File: src/logic/loader_pkg.sv
`default_nettype none

package loader_pkg;

	// ==================================================
	// Bus widths
	// ==================================================
	localparam int ADDR_W  = 27;
	localparam int HALF_W  = 16;
	localparam int WORD_W  = 32;
	localparam int INDEX_W = 8;

	typedef logic [ADDR_W-1:0]  addr_t;
	typedef logic [HALF_W-1:0]  half_t;
	typedef logic [WORD_W-1:0]  word_t;
	typedef logic [INDEX_W-1:0] index_t;

	// ==================================================
	// Host download indices and RAM placement
	// ==================================================
	localparam index_t IDX_BIOS  = 8'd0;
	localparam index_t IDX_EXE   = 8'd1;
	localparam index_t IDX_CHEAT = 8'd255;

	// Byte offsets into main RAM
	localparam addr_t BIOS_BASE = 27'h020_0000;
	localparam addr_t EXE_BASE  = 27'h040_0000;

	// Cycles the core may run after a resume request
	localparam int UNPAUSE_HOLD = 1023;

	// Cheat code layout, bits 127:0 from flags down to replace
	typedef struct packed {
		word_t flags;
		word_t address;
		word_t compare;
		word_t replace;
	} cheat_code_t;

endpackage

`default_nettype wire

File: src/logic/download_decode.sv
`default_nettype none

module download_decode (
	input  logic                  clk_1x,
	input  logic                  rst,
	input  logic                  ioctl_download,
	input  loader_pkg::index_t    ioctl_index,
	output logic                  bios_active,
	output logic                  exe_active,
	output logic                  cheat_active,
	output logic                  core_reset,
	output logic                  exe_loaded,
	output logic                  cheat_clear
);

	import loader_pkg::*;

	// Previous flag values for edge detection
	logic exe_active_q;
	logic cheat_active_q;

	// Kind flags, one cycle behind the host
	always_ff @(posedge clk_1x) begin
		if (rst) begin
			bios_active  <= 1'b0;
			exe_active   <= 1'b0;
			cheat_active <= 1'b0;
		end else begin
			bios_active  <= ioctl_download & (ioctl_index == IDX_BIOS);
			exe_active   <= ioctl_download & (ioctl_index == IDX_EXE);
			cheat_active <= ioctl_download & (ioctl_index == IDX_CHEAT);
		end
	end

	// Executable end and cheat start pulses
	always_ff @(posedge clk_1x) begin
		if (rst) begin
			exe_active_q   <= 1'b0;
			cheat_active_q <= 1'b0;
			exe_loaded     <= 1'b0;
			cheat_clear    <= 1'b0;
		end else begin
			exe_active_q   <= exe_active;
			cheat_active_q <= cheat_active;
			exe_loaded     <= exe_active_q & ~exe_active;
			cheat_clear    <= cheat_active & ~cheat_active_q;
		end
	end

	// Core stays in reset while its memory image is being replaced
	assign core_reset = bios_active | exe_active;

endmodule

`default_nettype wire

File: src/logic/ram_write_packer.sv
`default_nettype none

module ram_write_packer (
	input  logic               clk_1x,
	input  logic               rst,
	input  logic               bios_active,
	input  logic               exe_active,
	input  logic               ioctl_wr,
	input  loader_pkg::addr_t  ioctl_addr,
	input  loader_pkg::half_t  ioctl_dout,
	input  logic               ram_ack,
	output logic               ioctl_wait,
	output logic               ram_wr,
	output loader_pkg::addr_t  ram_addr,
	output loader_pkg::word_t  ram_data
);

	import loader_pkg::*;

	logic  ram_active;
	addr_t kind_base;
	logic  strobe;

	assign ram_active = bios_active | exe_active;
	assign kind_base  = bios_active ? BIOS_BASE : EXE_BASE;
	assign strobe     = ram_active & ioctl_wr;

	// ==================================================
	// Halfword packing
	// ==================================================
	// Low half fixes the word address, high half completes the word
	always_ff @(posedge clk_1x) begin
		if (strobe) begin
			if (!ioctl_addr[1]) begin
				ram_data[HALF_W-1:0] <= ioctl_dout;
				ram_addr             <= ioctl_addr + kind_base;
			end else begin
				ram_data[WORD_W-1:HALF_W] <= ioctl_dout;
			end
		end
	end

	// ==================================================
	// Write strobe and host flow control
	// ==================================================
	always_ff @(posedge clk_1x) begin
		if (rst) begin
			ram_wr     <= 1'b0;
			ioctl_wait <= 1'b0;
		end else begin
			ram_wr <= 1'b0;
			if (!ram_active) begin
				// Download gone, nothing left to wait for
				ioctl_wait <= 1'b0;
			end else begin
				if (ram_ack)
					ioctl_wait <= 1'b0;
				// Host never strobes while waiting, so one write in flight at most
				if (strobe && ioctl_addr[1]) begin
					ram_wr     <= 1'b1;
					ioctl_wait <= 1'b1;
				end
			end
		end
	end

endmodule

`default_nettype wire

File: src/logic/cheat_code_assembler.sv
`default_nettype none

module cheat_code_assembler (
	input  logic                    clk_1x,
	input  logic                    rst,
	input  logic                    cheat_active,
	input  logic                    ioctl_wr,
	input  loader_pkg::addr_t       ioctl_addr,
	input  loader_pkg::half_t       ioctl_dout,
	output loader_pkg::cheat_code_t cheat_code,
	output logic                    cheat_valid
);

	import loader_pkg::*;

	logic       strobe;
	logic [3:0] slot;

	assign strobe = cheat_active & ioctl_wr;
	// Byte offset within the 16-byte code record
	assign slot   = ioctl_addr[3:0];

	// Each halfword lands in its own slice of the code
	always_ff @(posedge clk_1x) begin
		if (strobe) begin
			case (slot)
				4'd0:  cheat_code.flags[HALF_W-1:0]        <= ioctl_dout;
				4'd2:  cheat_code.flags[WORD_W-1:HALF_W]   <= ioctl_dout;
				4'd4:  cheat_code.address[HALF_W-1:0]      <= ioctl_dout;
				4'd6:  cheat_code.address[WORD_W-1:HALF_W] <= ioctl_dout;
				4'd8:  cheat_code.compare[HALF_W-1:0]      <= ioctl_dout;
				4'd10: cheat_code.compare[WORD_W-1:HALF_W] <= ioctl_dout;
				4'd12: cheat_code.replace[HALF_W-1:0]      <= ioctl_dout;
				4'd14: cheat_code.replace[WORD_W-1:HALF_W] <= ioctl_dout;
				default: ;
			endcase
		end
	end

	// Last halfword of a record hands the code to the core
	always_ff @(posedge clk_1x) begin
		if (rst)
			cheat_valid <= 1'b0;
		else
			cheat_valid <= strobe & (slot == 4'd14);
	end

endmodule

`default_nettype wire

File: src/logic/pause_control.sv
`default_nettype none

module pause_control (
	input  logic clk_1x,
	input  logic rst,
	input  logic pause_on_menu,
	input  logic menu_open,
	input  logic resume,
	output logic paused
);

	import loader_pkg::*;

	logic                                  resume_q;
	logic [$clog2(UNPAUSE_HOLD + 1)-1:0]   countdown;

	// Resume edge opens a run-on window under the open menu
	always_ff @(posedge clk_1x) begin
		if (rst) begin
			resume_q  <= 1'b0;
			countdown <= '0;
		end else begin
			resume_q <= resume;
			if (resume && !resume_q)
				countdown <= UNPAUSE_HOLD[$bits(countdown)-1:0];
			else if (countdown != '0)
				countdown <= countdown - 1'b1;
		end
	end

	// Pause only with the menu up and no window running
	always_ff @(posedge clk_1x) begin
		if (rst)
			paused <= 1'b0;
		else
			paused <= pause_on_menu & menu_open & (countdown == '0);
	end

endmodule

`default_nettype wire

File: src/logic/media_loader.sv
`default_nettype none

module media_loader (
	input  logic                    clk_1x,
	input  logic                    rst,
	// Host download port
	input  logic                    ioctl_download,
	input  loader_pkg::index_t      ioctl_index,
	input  loader_pkg::addr_t       ioctl_addr,
	input  logic                    ioctl_wr,
	input  loader_pkg::half_t       ioctl_dout,
	output logic                    ioctl_wait,
	// RAM write port
	output logic                    ram_wr,
	output loader_pkg::addr_t       ram_addr,
	output loader_pkg::word_t       ram_data,
	input  logic                    ram_ack,
	// Core controls
	output logic                    core_reset,
	output logic                    exe_loaded,
	output logic                    cheat_clear,
	output loader_pkg::cheat_code_t cheat_code,
	output logic                    cheat_valid,
	// Pause
	input  logic                    pause_on_menu,
	input  logic                    menu_open,
	input  logic                    resume,
	output logic                    paused
);

	logic bios_active;
	logic exe_active;
	logic cheat_active;

	download_decode u_download_decode (
		.clk_1x         (clk_1x),
		.rst            (rst),
		.ioctl_download (ioctl_download),
		.ioctl_index    (ioctl_index),
		.bios_active    (bios_active),
		.exe_active     (exe_active),
		.cheat_active   (cheat_active),
		.core_reset     (core_reset),
		.exe_loaded     (exe_loaded),
		.cheat_clear    (cheat_clear)
	);

	ram_write_packer u_ram_write_packer (
		.clk_1x      (clk_1x),
		.rst         (rst),
		.bios_active (bios_active),
		.exe_active  (exe_active),
		.ioctl_wr    (ioctl_wr),
		.ioctl_addr  (ioctl_addr),
		.ioctl_dout  (ioctl_dout),
		.ram_ack     (ram_ack),
		.ioctl_wait  (ioctl_wait),
		.ram_wr      (ram_wr),
		.ram_addr    (ram_addr),
		.ram_data    (ram_data)
	);

	cheat_code_assembler u_cheat_code_assembler (
		.clk_1x       (clk_1x),
		.rst          (rst),
		.cheat_active (cheat_active),
		.ioctl_wr     (ioctl_wr),
		.ioctl_addr   (ioctl_addr),
		.ioctl_dout   (ioctl_dout),
		.cheat_code   (cheat_code),
		.cheat_valid  (cheat_valid)
	);

	pause_control u_pause_control (
		.clk_1x        (clk_1x),
		.rst           (rst),
		.pause_on_menu (pause_on_menu),
		.menu_open     (menu_open),
		.resume        (resume),
		.paused        (paused)
	);

endmodule

`default_nettype wire

File: config.mk
export PLATFORM = sky130hd
export DESIGN_NAME = media_loader
export DESIGN_NICKNAME = d
export VERILOG_FILES = /design/src/logic/loader_pkg.sv /design/src/logic/download_decode.sv /design/src/logic/ram_write_packer.sv /design/src/logic/cheat_code_assembler.sv /design/src/logic/pause_control.sv /design/src/logic/media_loader.sv
export SDC_FILE = /design/constraint.sdc
export NUM_CORES = 1
export LEC_CHECK = 0
export BUFFER_PORTS_ARGS = -buffer_cell sky130_fd_sc_hd__buf_4
export CAP_MARGIN = 20
export CORE_ASPECT_RATIO = 0.7
export CORE_UTILIZATION = 45
export CTS_CLUSTER_SIZE = 25
export DETAILED_ROUTE_END_ITERATION = 8
export PLACE_DENSITY_LB_ADDON = 0.3
export SYNTH_ARGS = -nofsm -noshare
export SYNTH_HDL_FRONTEND = slang
export SYNTH_SLANG_ARGS = --single-unit
export TNS_END_PERCENT = 30
File: constraint.sdc
create_clock -name clk_1x -period 4.6 [get_ports clk_1x]
set_clock_uncertainty 0.05 [all_clocks]
set_input_delay 0.23 -clock clk_1x [delete_from_list [all_inputs] [get_ports clk_1x]]
set_output_delay 0.23 -clock clk_1x [all_outputs]
set_load 0.03 [all_outputs]
==> Word level (Yosys, flattened, before mapping) <==
Cells that the tools add are included.
{ "word_totals": {"inputBits": 59, "output_inout_bits": 194, "wordCells": 76, "register_bits": 209} }
{ "op_classes": {"reduce_logical": 20, "addsub": 2, "bitwise": 15, "muxes": 6, "n_eq_ne": 9} }
{ "op_table": {"columns": ["operator", "n"], "rows": [
  ["27-bit adder", 1],
  ["23-bit 2-to-1 mux", 1],
  ["10-bit 2-to-1 mux", 2],
  ["2-bit AND reduction", 10],
  ["4-bit equality test (second input constant)", 4],
  ["1-bit bitwise AND", 10],
  ["10-bit logical NOT", 1],
  ["10-bit nonzero test", 1],
  ["10-bit by 1-bit subtractor with 10-bit output (second input constant)", 1],
  ["4-bit by 3-bit equality test with 1-bit output (second input constant)", 2],
  ["8-bit by 1-bit equality test with 1-bit output (second input constant)", 1],
  ["8-bit equality test (second input constant)", 1],
  ["8-bit logical NOT", 1],
  ["4-bit by 2-bit equality test with 1-bit output (second input constant)", 1],
  ["4-bit logical NOT", 1],
  ["1-bit NOT", 4],
  ["2-bit nonzero test", 2],
  ["1-bit 2-to-1 mux", 3],
  ["1-bit logical AND", 2],
  ["2-bit OR reduction", 1],
  ["1-bit logical NOT", 1],
  ["1-bit bitwise OR", 1]
]} }

==> Logic depth before layout (Yosys ltp) <==
{ "logic_depth": {"ltp_word": 4, "ltp_mapped": 6, "depth_no_buf": 6} }

==> Hierarchy <==
Synthesis repeated with hierarchy kept, for this count alone.
{ "unflattened": {"cells_unflattened": 312, "hier_area_um2": 6777.8} }
{ "by_module_without_submodules": {"columns": ["module", "seq_area_each_um2", "cells_per_inst", "area_per_inst_um2", "instances"], "rows": [
  ["cheat_code_assembler", 3863.7, 143, 3978.8, 1],
  ["ram_write_packer", 1811.7, 84, 1971.9, 1],
  ["pause_control", 240.2, 64, 589.3, 1],
  ["download_decode", 140.1, 21, 237.7, 1]
]} }

==> Least setup slack after synthesis <==
No wires, ideal clock.
{ "synth_timing": {"kind": "register to register", "startpoint": "register u_download_decode.bios_active", "endpoint": "register u_ram_write_packer.ram_addr[0] (enable)", "t_required_ps": 4044, "path_buffers": 0, "t_arrival_ps": 3660, "stages_incl_launch_ff": 3, "period_less_slack_ps": 4216, "setup_ps": 506, "path_slack_ps": 384, "cell_sequence": "dfxtp_1 > nor2_1 > nor3b_1"} }
{ "synth_between": {"elab_chain_len": 3} }
{ "synth_lines": {"columns": ["element", "line", "source"], "rows": [
  ["start: declaration", "download_decode.sv:8", "output logic bios_active,"],
  ["start signal: assignment", "download_decode.sv:29", "bios_active <= ioctl_download & (ioctl_index == IDX_BIOS);"],
  ["1-bit bitwise OR", "ram_write_packer.sv:24", "assign ram_active = bios_active | exe_active;"],
  ["1-bit bitwise AND", "ram_write_packer.sv:26", "assign strobe = ram_active & ioctl_wr;"],
  ["2-bit AND reduction (no line)", null, null],
  ["end signal: assignment", "ram_write_packer.sv:36", "ram_addr <= ioctl_addr + kind_base;"],
  ["end: declaration", "ram_write_packer.sv:14", "output loader_pkg::addr_t ram_addr,"]
]} }
Every way passes these cells.
A chain may end at the register's enable or synchronous reset.

==> Worst setup path after layout <==
{ "layout_timing": {"startpoint": "input port ioctl_addr[0]", "endpoint": "register u_cheat_code_assembler.cheat_code[84] (netlist name)"} }
{ "layout_between": {"elab_chain_len": 2} }
{ "layout_lines": {"columns": ["element", "line", "source"], "rows": [
  ["start: declaration", "media_loader.sv:9", "input loader_pkg::addr_t ioctl_addr,"],
  ["4-bit by 3-bit equality test with 1-bit output", "cheat_code_assembler.sv:26", "case (slot)"],
  ["2-bit AND reduction (no line)", null, null]
]} }
Every way passes these cells.

==> results.rst <==
.. list-table::
   :header-rows: 1

   * - Metric
     - Value
   * - HPWL after detailed placement
     - approximately 11 mm
   * - Cell type of the slowest stage on the worst timing path
     - sky130_fd_sc_hd__nor2_2
   * - Portion of netlist area occupied by mux cells
     - 0
   * - Area share of the largest cell type after synthesis
     - 0.8368
   * - Top delay family on crit path
     - simple AND/OR/NAND/NOR gates
   * - Gate count of the mapped netlist
     - 314
   * - Crit share post-route
     - 0.4733
   * - Vias post-DR
     - slightly above 4000
   * - WHS Path Cells
     - 2
   * - Clock tree from TritonCTS
     - yes
   * - Die Span X
     - 148.0 um
   * - Setup fix buffers added after clock tree synthesis
     - 0
   * - Share of final-layout standard cells stronger than drive strength 1
     - 0.4565
   * - Post-synthesis cell type count
     - 34
   * - Minimum clock period
     - 2.177 ns
   * - # H-tree levels
     - 1
   * - Detailed-route DRC error count
     - 0
   * - Worst rel slew slack
     - 0.3072
   * - Highest fanout seen on the critical path
     - 16
   * - Net total in the final layout
     - roughly 700
   * - Cell count after placement
     - 757
   * - Number of storage elements in the synthesis netlist
     - about 210
   * - Largest cells by area after synthesis
     - sky130_fd_sc_hd__edfxtp_1, sky130_fd_sc_hd__dfxtp_1, sky130_fd_sc_hd__nor2_1, sky130_fd_sc_hd__a31oi_1, sky130_fd_sc_hd__ha_1
   * - Commonest register cell after synthesis
     - sky130_fd_sc_hd__edfxtp_1
   * - Reg2Reg Capture Point
     - u_cheat_code_assembler.cheat_code[84]
   * - First-pass iteration count of the detailed router
     - 5
   * - Wire length of the first global-routing pass
     - 23.64 mm
   * - Met2 routed wirelength
     - 7.785 mm
   * - Power Dens Cells
     - approximately 370 nW/um^2
   * - Simple-gate share of the synthesized area
     - 0.05724
   * - Worst stage delay on the critical path
     - approximately 0.87 ns
   * - Number of enable flip-flop cells after synthesis
     - between 150 and 200
   * - RD Place Congestion
     - 0.7507
   * - Skew-Pair Late Insertion Delay
     - around 0.47 ns
   * - Quantity of gates resized following cts
     - 0
   * - Unrepaired setup endpoints after global routing
     - false
   * - Setup crit start kind
     - input port
   * - Path category of the worst min-delay check
     - in -> reg
   * - Required time worst endpoint
     - 4.63 ns
   * - P_leak
     - about 3.8 nW
   * - Data arrival time of the critical path
     - around 2.2 ns
   * - Initial cell density of the core
     - 0.4714
   * - Outcome
     - completed
   * - Top cells by instance count after synthesis
     - sky130_fd_sc_hd__edfxtp_1, sky130_fd_sc_hd__dfxtp_1, sky130_fd_sc_hd__nor2_1, sky130_fd_sc_hd__inv_1, sky130_fd_sc_hd__nand2_1
   * - FF-to-FF setup slack
     - ~2.6 ns
   * - I/O Pins
     - 253
   * - Routed Wire Length
     - 16.28 mm
   * - Most area-hungry cell type in the Yosys netlist
     - sky130_fd_sc_hd__edfxtp_1
   * - Critical path class
     - in -> reg
   * - Average wire per standard cell
     - approximately 20 um
   * - Number of global-route vias before repair
     - just over 4000
   * - Core Region
     - 14230 sq um
   * - Total design power
     - 3.658 mW
   * - Metal-1 WL
     - 6.716 mm
   * - Adder-cell share of the synthesized area
     - 0.008577
   * - Die Y-Extent
     - 104.2 um
   * - FFs w/ async S/R, synth
     - 0
   * - Clock tree root buffer cell
     - sky130_fd_sc_hd__clkbuf_16
   * - Port buffer count
     - about 250
   * - Synthesized Nets
     - between 300 and 400
   * - Overflow after GRT
     - 0
   * - Sort of element at the end of the critical path
     - register
   * - Number of warning messages in the yosys log
     - 0
   * - Worst-margin pin slew
     - 1.038 ns
   * - Antenna Nets Post-Route
     - 0
   * - Pin count of the biggest net entering global routing
     - 28
   * - Peak clock frequency supported by timing
     - roughly 460 MHz
   * - Synthesized-area fraction occupied by ao, oa, aoi and oai cells
     - 0.01790
   * - Area delta synth->final
     - 47.62%
   * - Std-Cell Rows
     - 36
   * - Max-cap viol count
     - 0
   * - Count of endpoints failing setup in the final report
     - 0
   * - Amount of wire on met3 after detailed routing
     - roughly 1.4 mm
   * - Vias per inst
     - between 4 and 5
   * - Launch instance of the worst min-delay path
     - ioctl_addr[26]
   * - Startpoint of the lowest-slack register-to-register path
     - u_download_decode.cheat_active
   * - Number of antenna violations at the first check in global routing
     - 0
   * - Final Util
     - 0.6959
   * - Endpoint of the worst hold path
     - u_ram_write_packer.ram_addr[26]
   * - Area of the die
     - approximately 15000 sq um
   * - Buf/Inv on CP
     - 2
   * - Worst Reg-to-Reg Cells
     - 3
   * - Max Used Layer
     - met4
   * - Initial drt markers
     - about 260
   * - Combinational family with the most area after synthesis
     - simple AND/OR/NAND/NOR gates
   * - Final non-filler cell total
     - between 800 and 900
   * - Final hold viol count
     - 0
   * - Aggregate negative setup slack
     - 0 ns
   * - Count leader, synth
     - sky130_fd_sc_hd__edfxtp_1
   * - Max VDD drop
     - ~0.21 mV
   * - Number of diodes
     - 0
   * - CTS sink count
     - approximately 210
   * - Final Slew Violations
     - 0
   * - Crit path cell chain
     - dlygate4sd3_1 > buf_4 > nor2b_1 > nand3_1 > nor2_2
   * - Xor-xnor portion of the synthesized cell area
     - 0.006526
   * - GRT Total Usage
     - 0.2093
   * - Clock edge transition at the registers on the reported setup and hold paths
     - approximately 0.060 ns
   * - Synthesized area per cell
     - approximately 21 sq um
   * - Synth Cell Area
     - between 6000 and 7000 sq um
   * - TritonCTS buffer count
     - 19
   * - Fraction of the yosys area taken by sequential cells
     - 0.9025
   * - Max Root-Sink Buffers
     - 3
## layout by cell type, fill, tap and decap left out, types with 3 or more instances in the layout
| cell type | instances |
|---|---|
| sky130_fd_sc_hd__nand2b_1 | 5 |
| sky130_fd_sc_hd__o31ai_1 | 3 |
| sky130_fd_sc_hd__a31oi_1 | 7 |
| sky130_fd_sc_hd__clkbuf_16 | 19 |
| sky130_fd_sc_hd__nor3_1 | 5 |
| sky130_fd_sc_hd__inv_1 | 10 |
| sky130_fd_sc_hd__edfxtp_1 | 187 |
| sky130_fd_sc_hd__xor2_1 | 3 |
| sky130_fd_sc_hd__nor2b_1 | 6 |
| sky130_fd_sc_hd__clkbuf_1 | 5 |
| sky130_fd_sc_hd__nand2_1 | 10 |
| sky130_fd_sc_hd__clkinv_1 | 4 |
| sky130_fd_sc_hd__dlygate4sd3_1 | 45 |
| sky130_fd_sc_hd__ha_1 | 3 |
| sky130_fd_sc_hd__nor2_1 | 8 |
| sky130_fd_sc_hd__nor2_2 | 7 |
| sky130_fd_sc_hd__a21oi_1 | 4 |
| sky130_fd_sc_hd__nand4_1 | 3 |
| sky130_fd_sc_hd__dfxtp_1 | 22 |
| sky130_fd_sc_hd__buf_4 | 256 |
## final cells by class
type	instances	area (sq um)
well taps	190	237.7
repair buffers	302	2387
clock inverters	7	55.05
fillers	929	4328
clock buffers	24	494.2
inverters	10	37.54
flip-flops and latches	209	6056
multi-input cells	92	638.1
## power breakdown
group          switching, mW  leakage [nW]  internal, mW  total (mW)
Sequential            0.0144          1.86          2.07        2.09
Clock                  0.608         0.268         0.811        1.42
Combinational         0.0682          1.66        0.0816       0.150
Total                  0.691          3.79          2.97        3.66
## flip-flops by register name, summed over array words and instances, names as in the netlist, 10 cells and up
signal	count
u_ram_write_packer.ram_addr	27
u_ram_write_packer.ram_data	32
u_cheat_code_assembler.cheat_code	128
u_pause_control.countdown	10
## cell families (layout without fill, tap and decap cells)
kind of cell	after synthesis	in the layout
XOR/XNOR	5	5
AO/OA/AOI/OAI	19	19
buffers and inverters	13	343
adder cells (fa/ha/maj)	4	4
flip-flops	209	209
AND/OR/NAND/NOR	64	64
## what timing repair did
action	in CTS	in global routing
hold buffers	45	0
endpoints found under the hold margin	187	0
setup endpoints to repair	0	0
## per-stage QoR
step                      hold WS, ns  area [sq um]  worst slack, ns
after global placement         0.3267          8891            2.580
final                         0.01526          9906            2.423
after global routing        0.0005372          9906            2.315
after floorplan                0.2524          6710           0.3840
after detailed placement       0.3312          8891            2.512
after CTS                    0.003671          9891            2.456
## layer usage
| layer | vias up | track usage |
|---|---|---|
| li1 | 1850 | - |
| met1 | 1936 | 0.2731 |
| met2 | 210 | 0.3433 |
| met3 | 28 | 0.05877 |
| met4 | 0 | 0.06112 |
| met5 | - | 0 |
## worst register-to-register path: cells and delay by family (launching register included)
family / cells / cell delay [ns]
DFF: 1 / 0.32
and+or+nand+nor: 3 / 1.29
## worst max-delay path by stage
stage	depth (start not counted)	endpoint	slack, ns	from
after detailed placement	4	u_cheat_code_assembler.cheat_code[27]	2.51	ioctl_addr[0]
after global routing	5	u_cheat_code_assembler.cheat_code[88]	2.32	ioctl_addr[0]
final	5	u_cheat_code_assembler.cheat_code[84]	2.42	ioctl_addr[0]
after floorplan	2	u_ram_write_packer.ram_addr[0]	0.38	u_download_decode.bios_active
after global placement	4	u_cheat_code_assembler.cheat_code[80]	2.58	ioctl_addr[0]
after CTS	5	u_cheat_code_assembler.cheat_code[23]	2.46	ioctl_addr[0]
No activity file was read; power rests on OpenSTA's default activity.
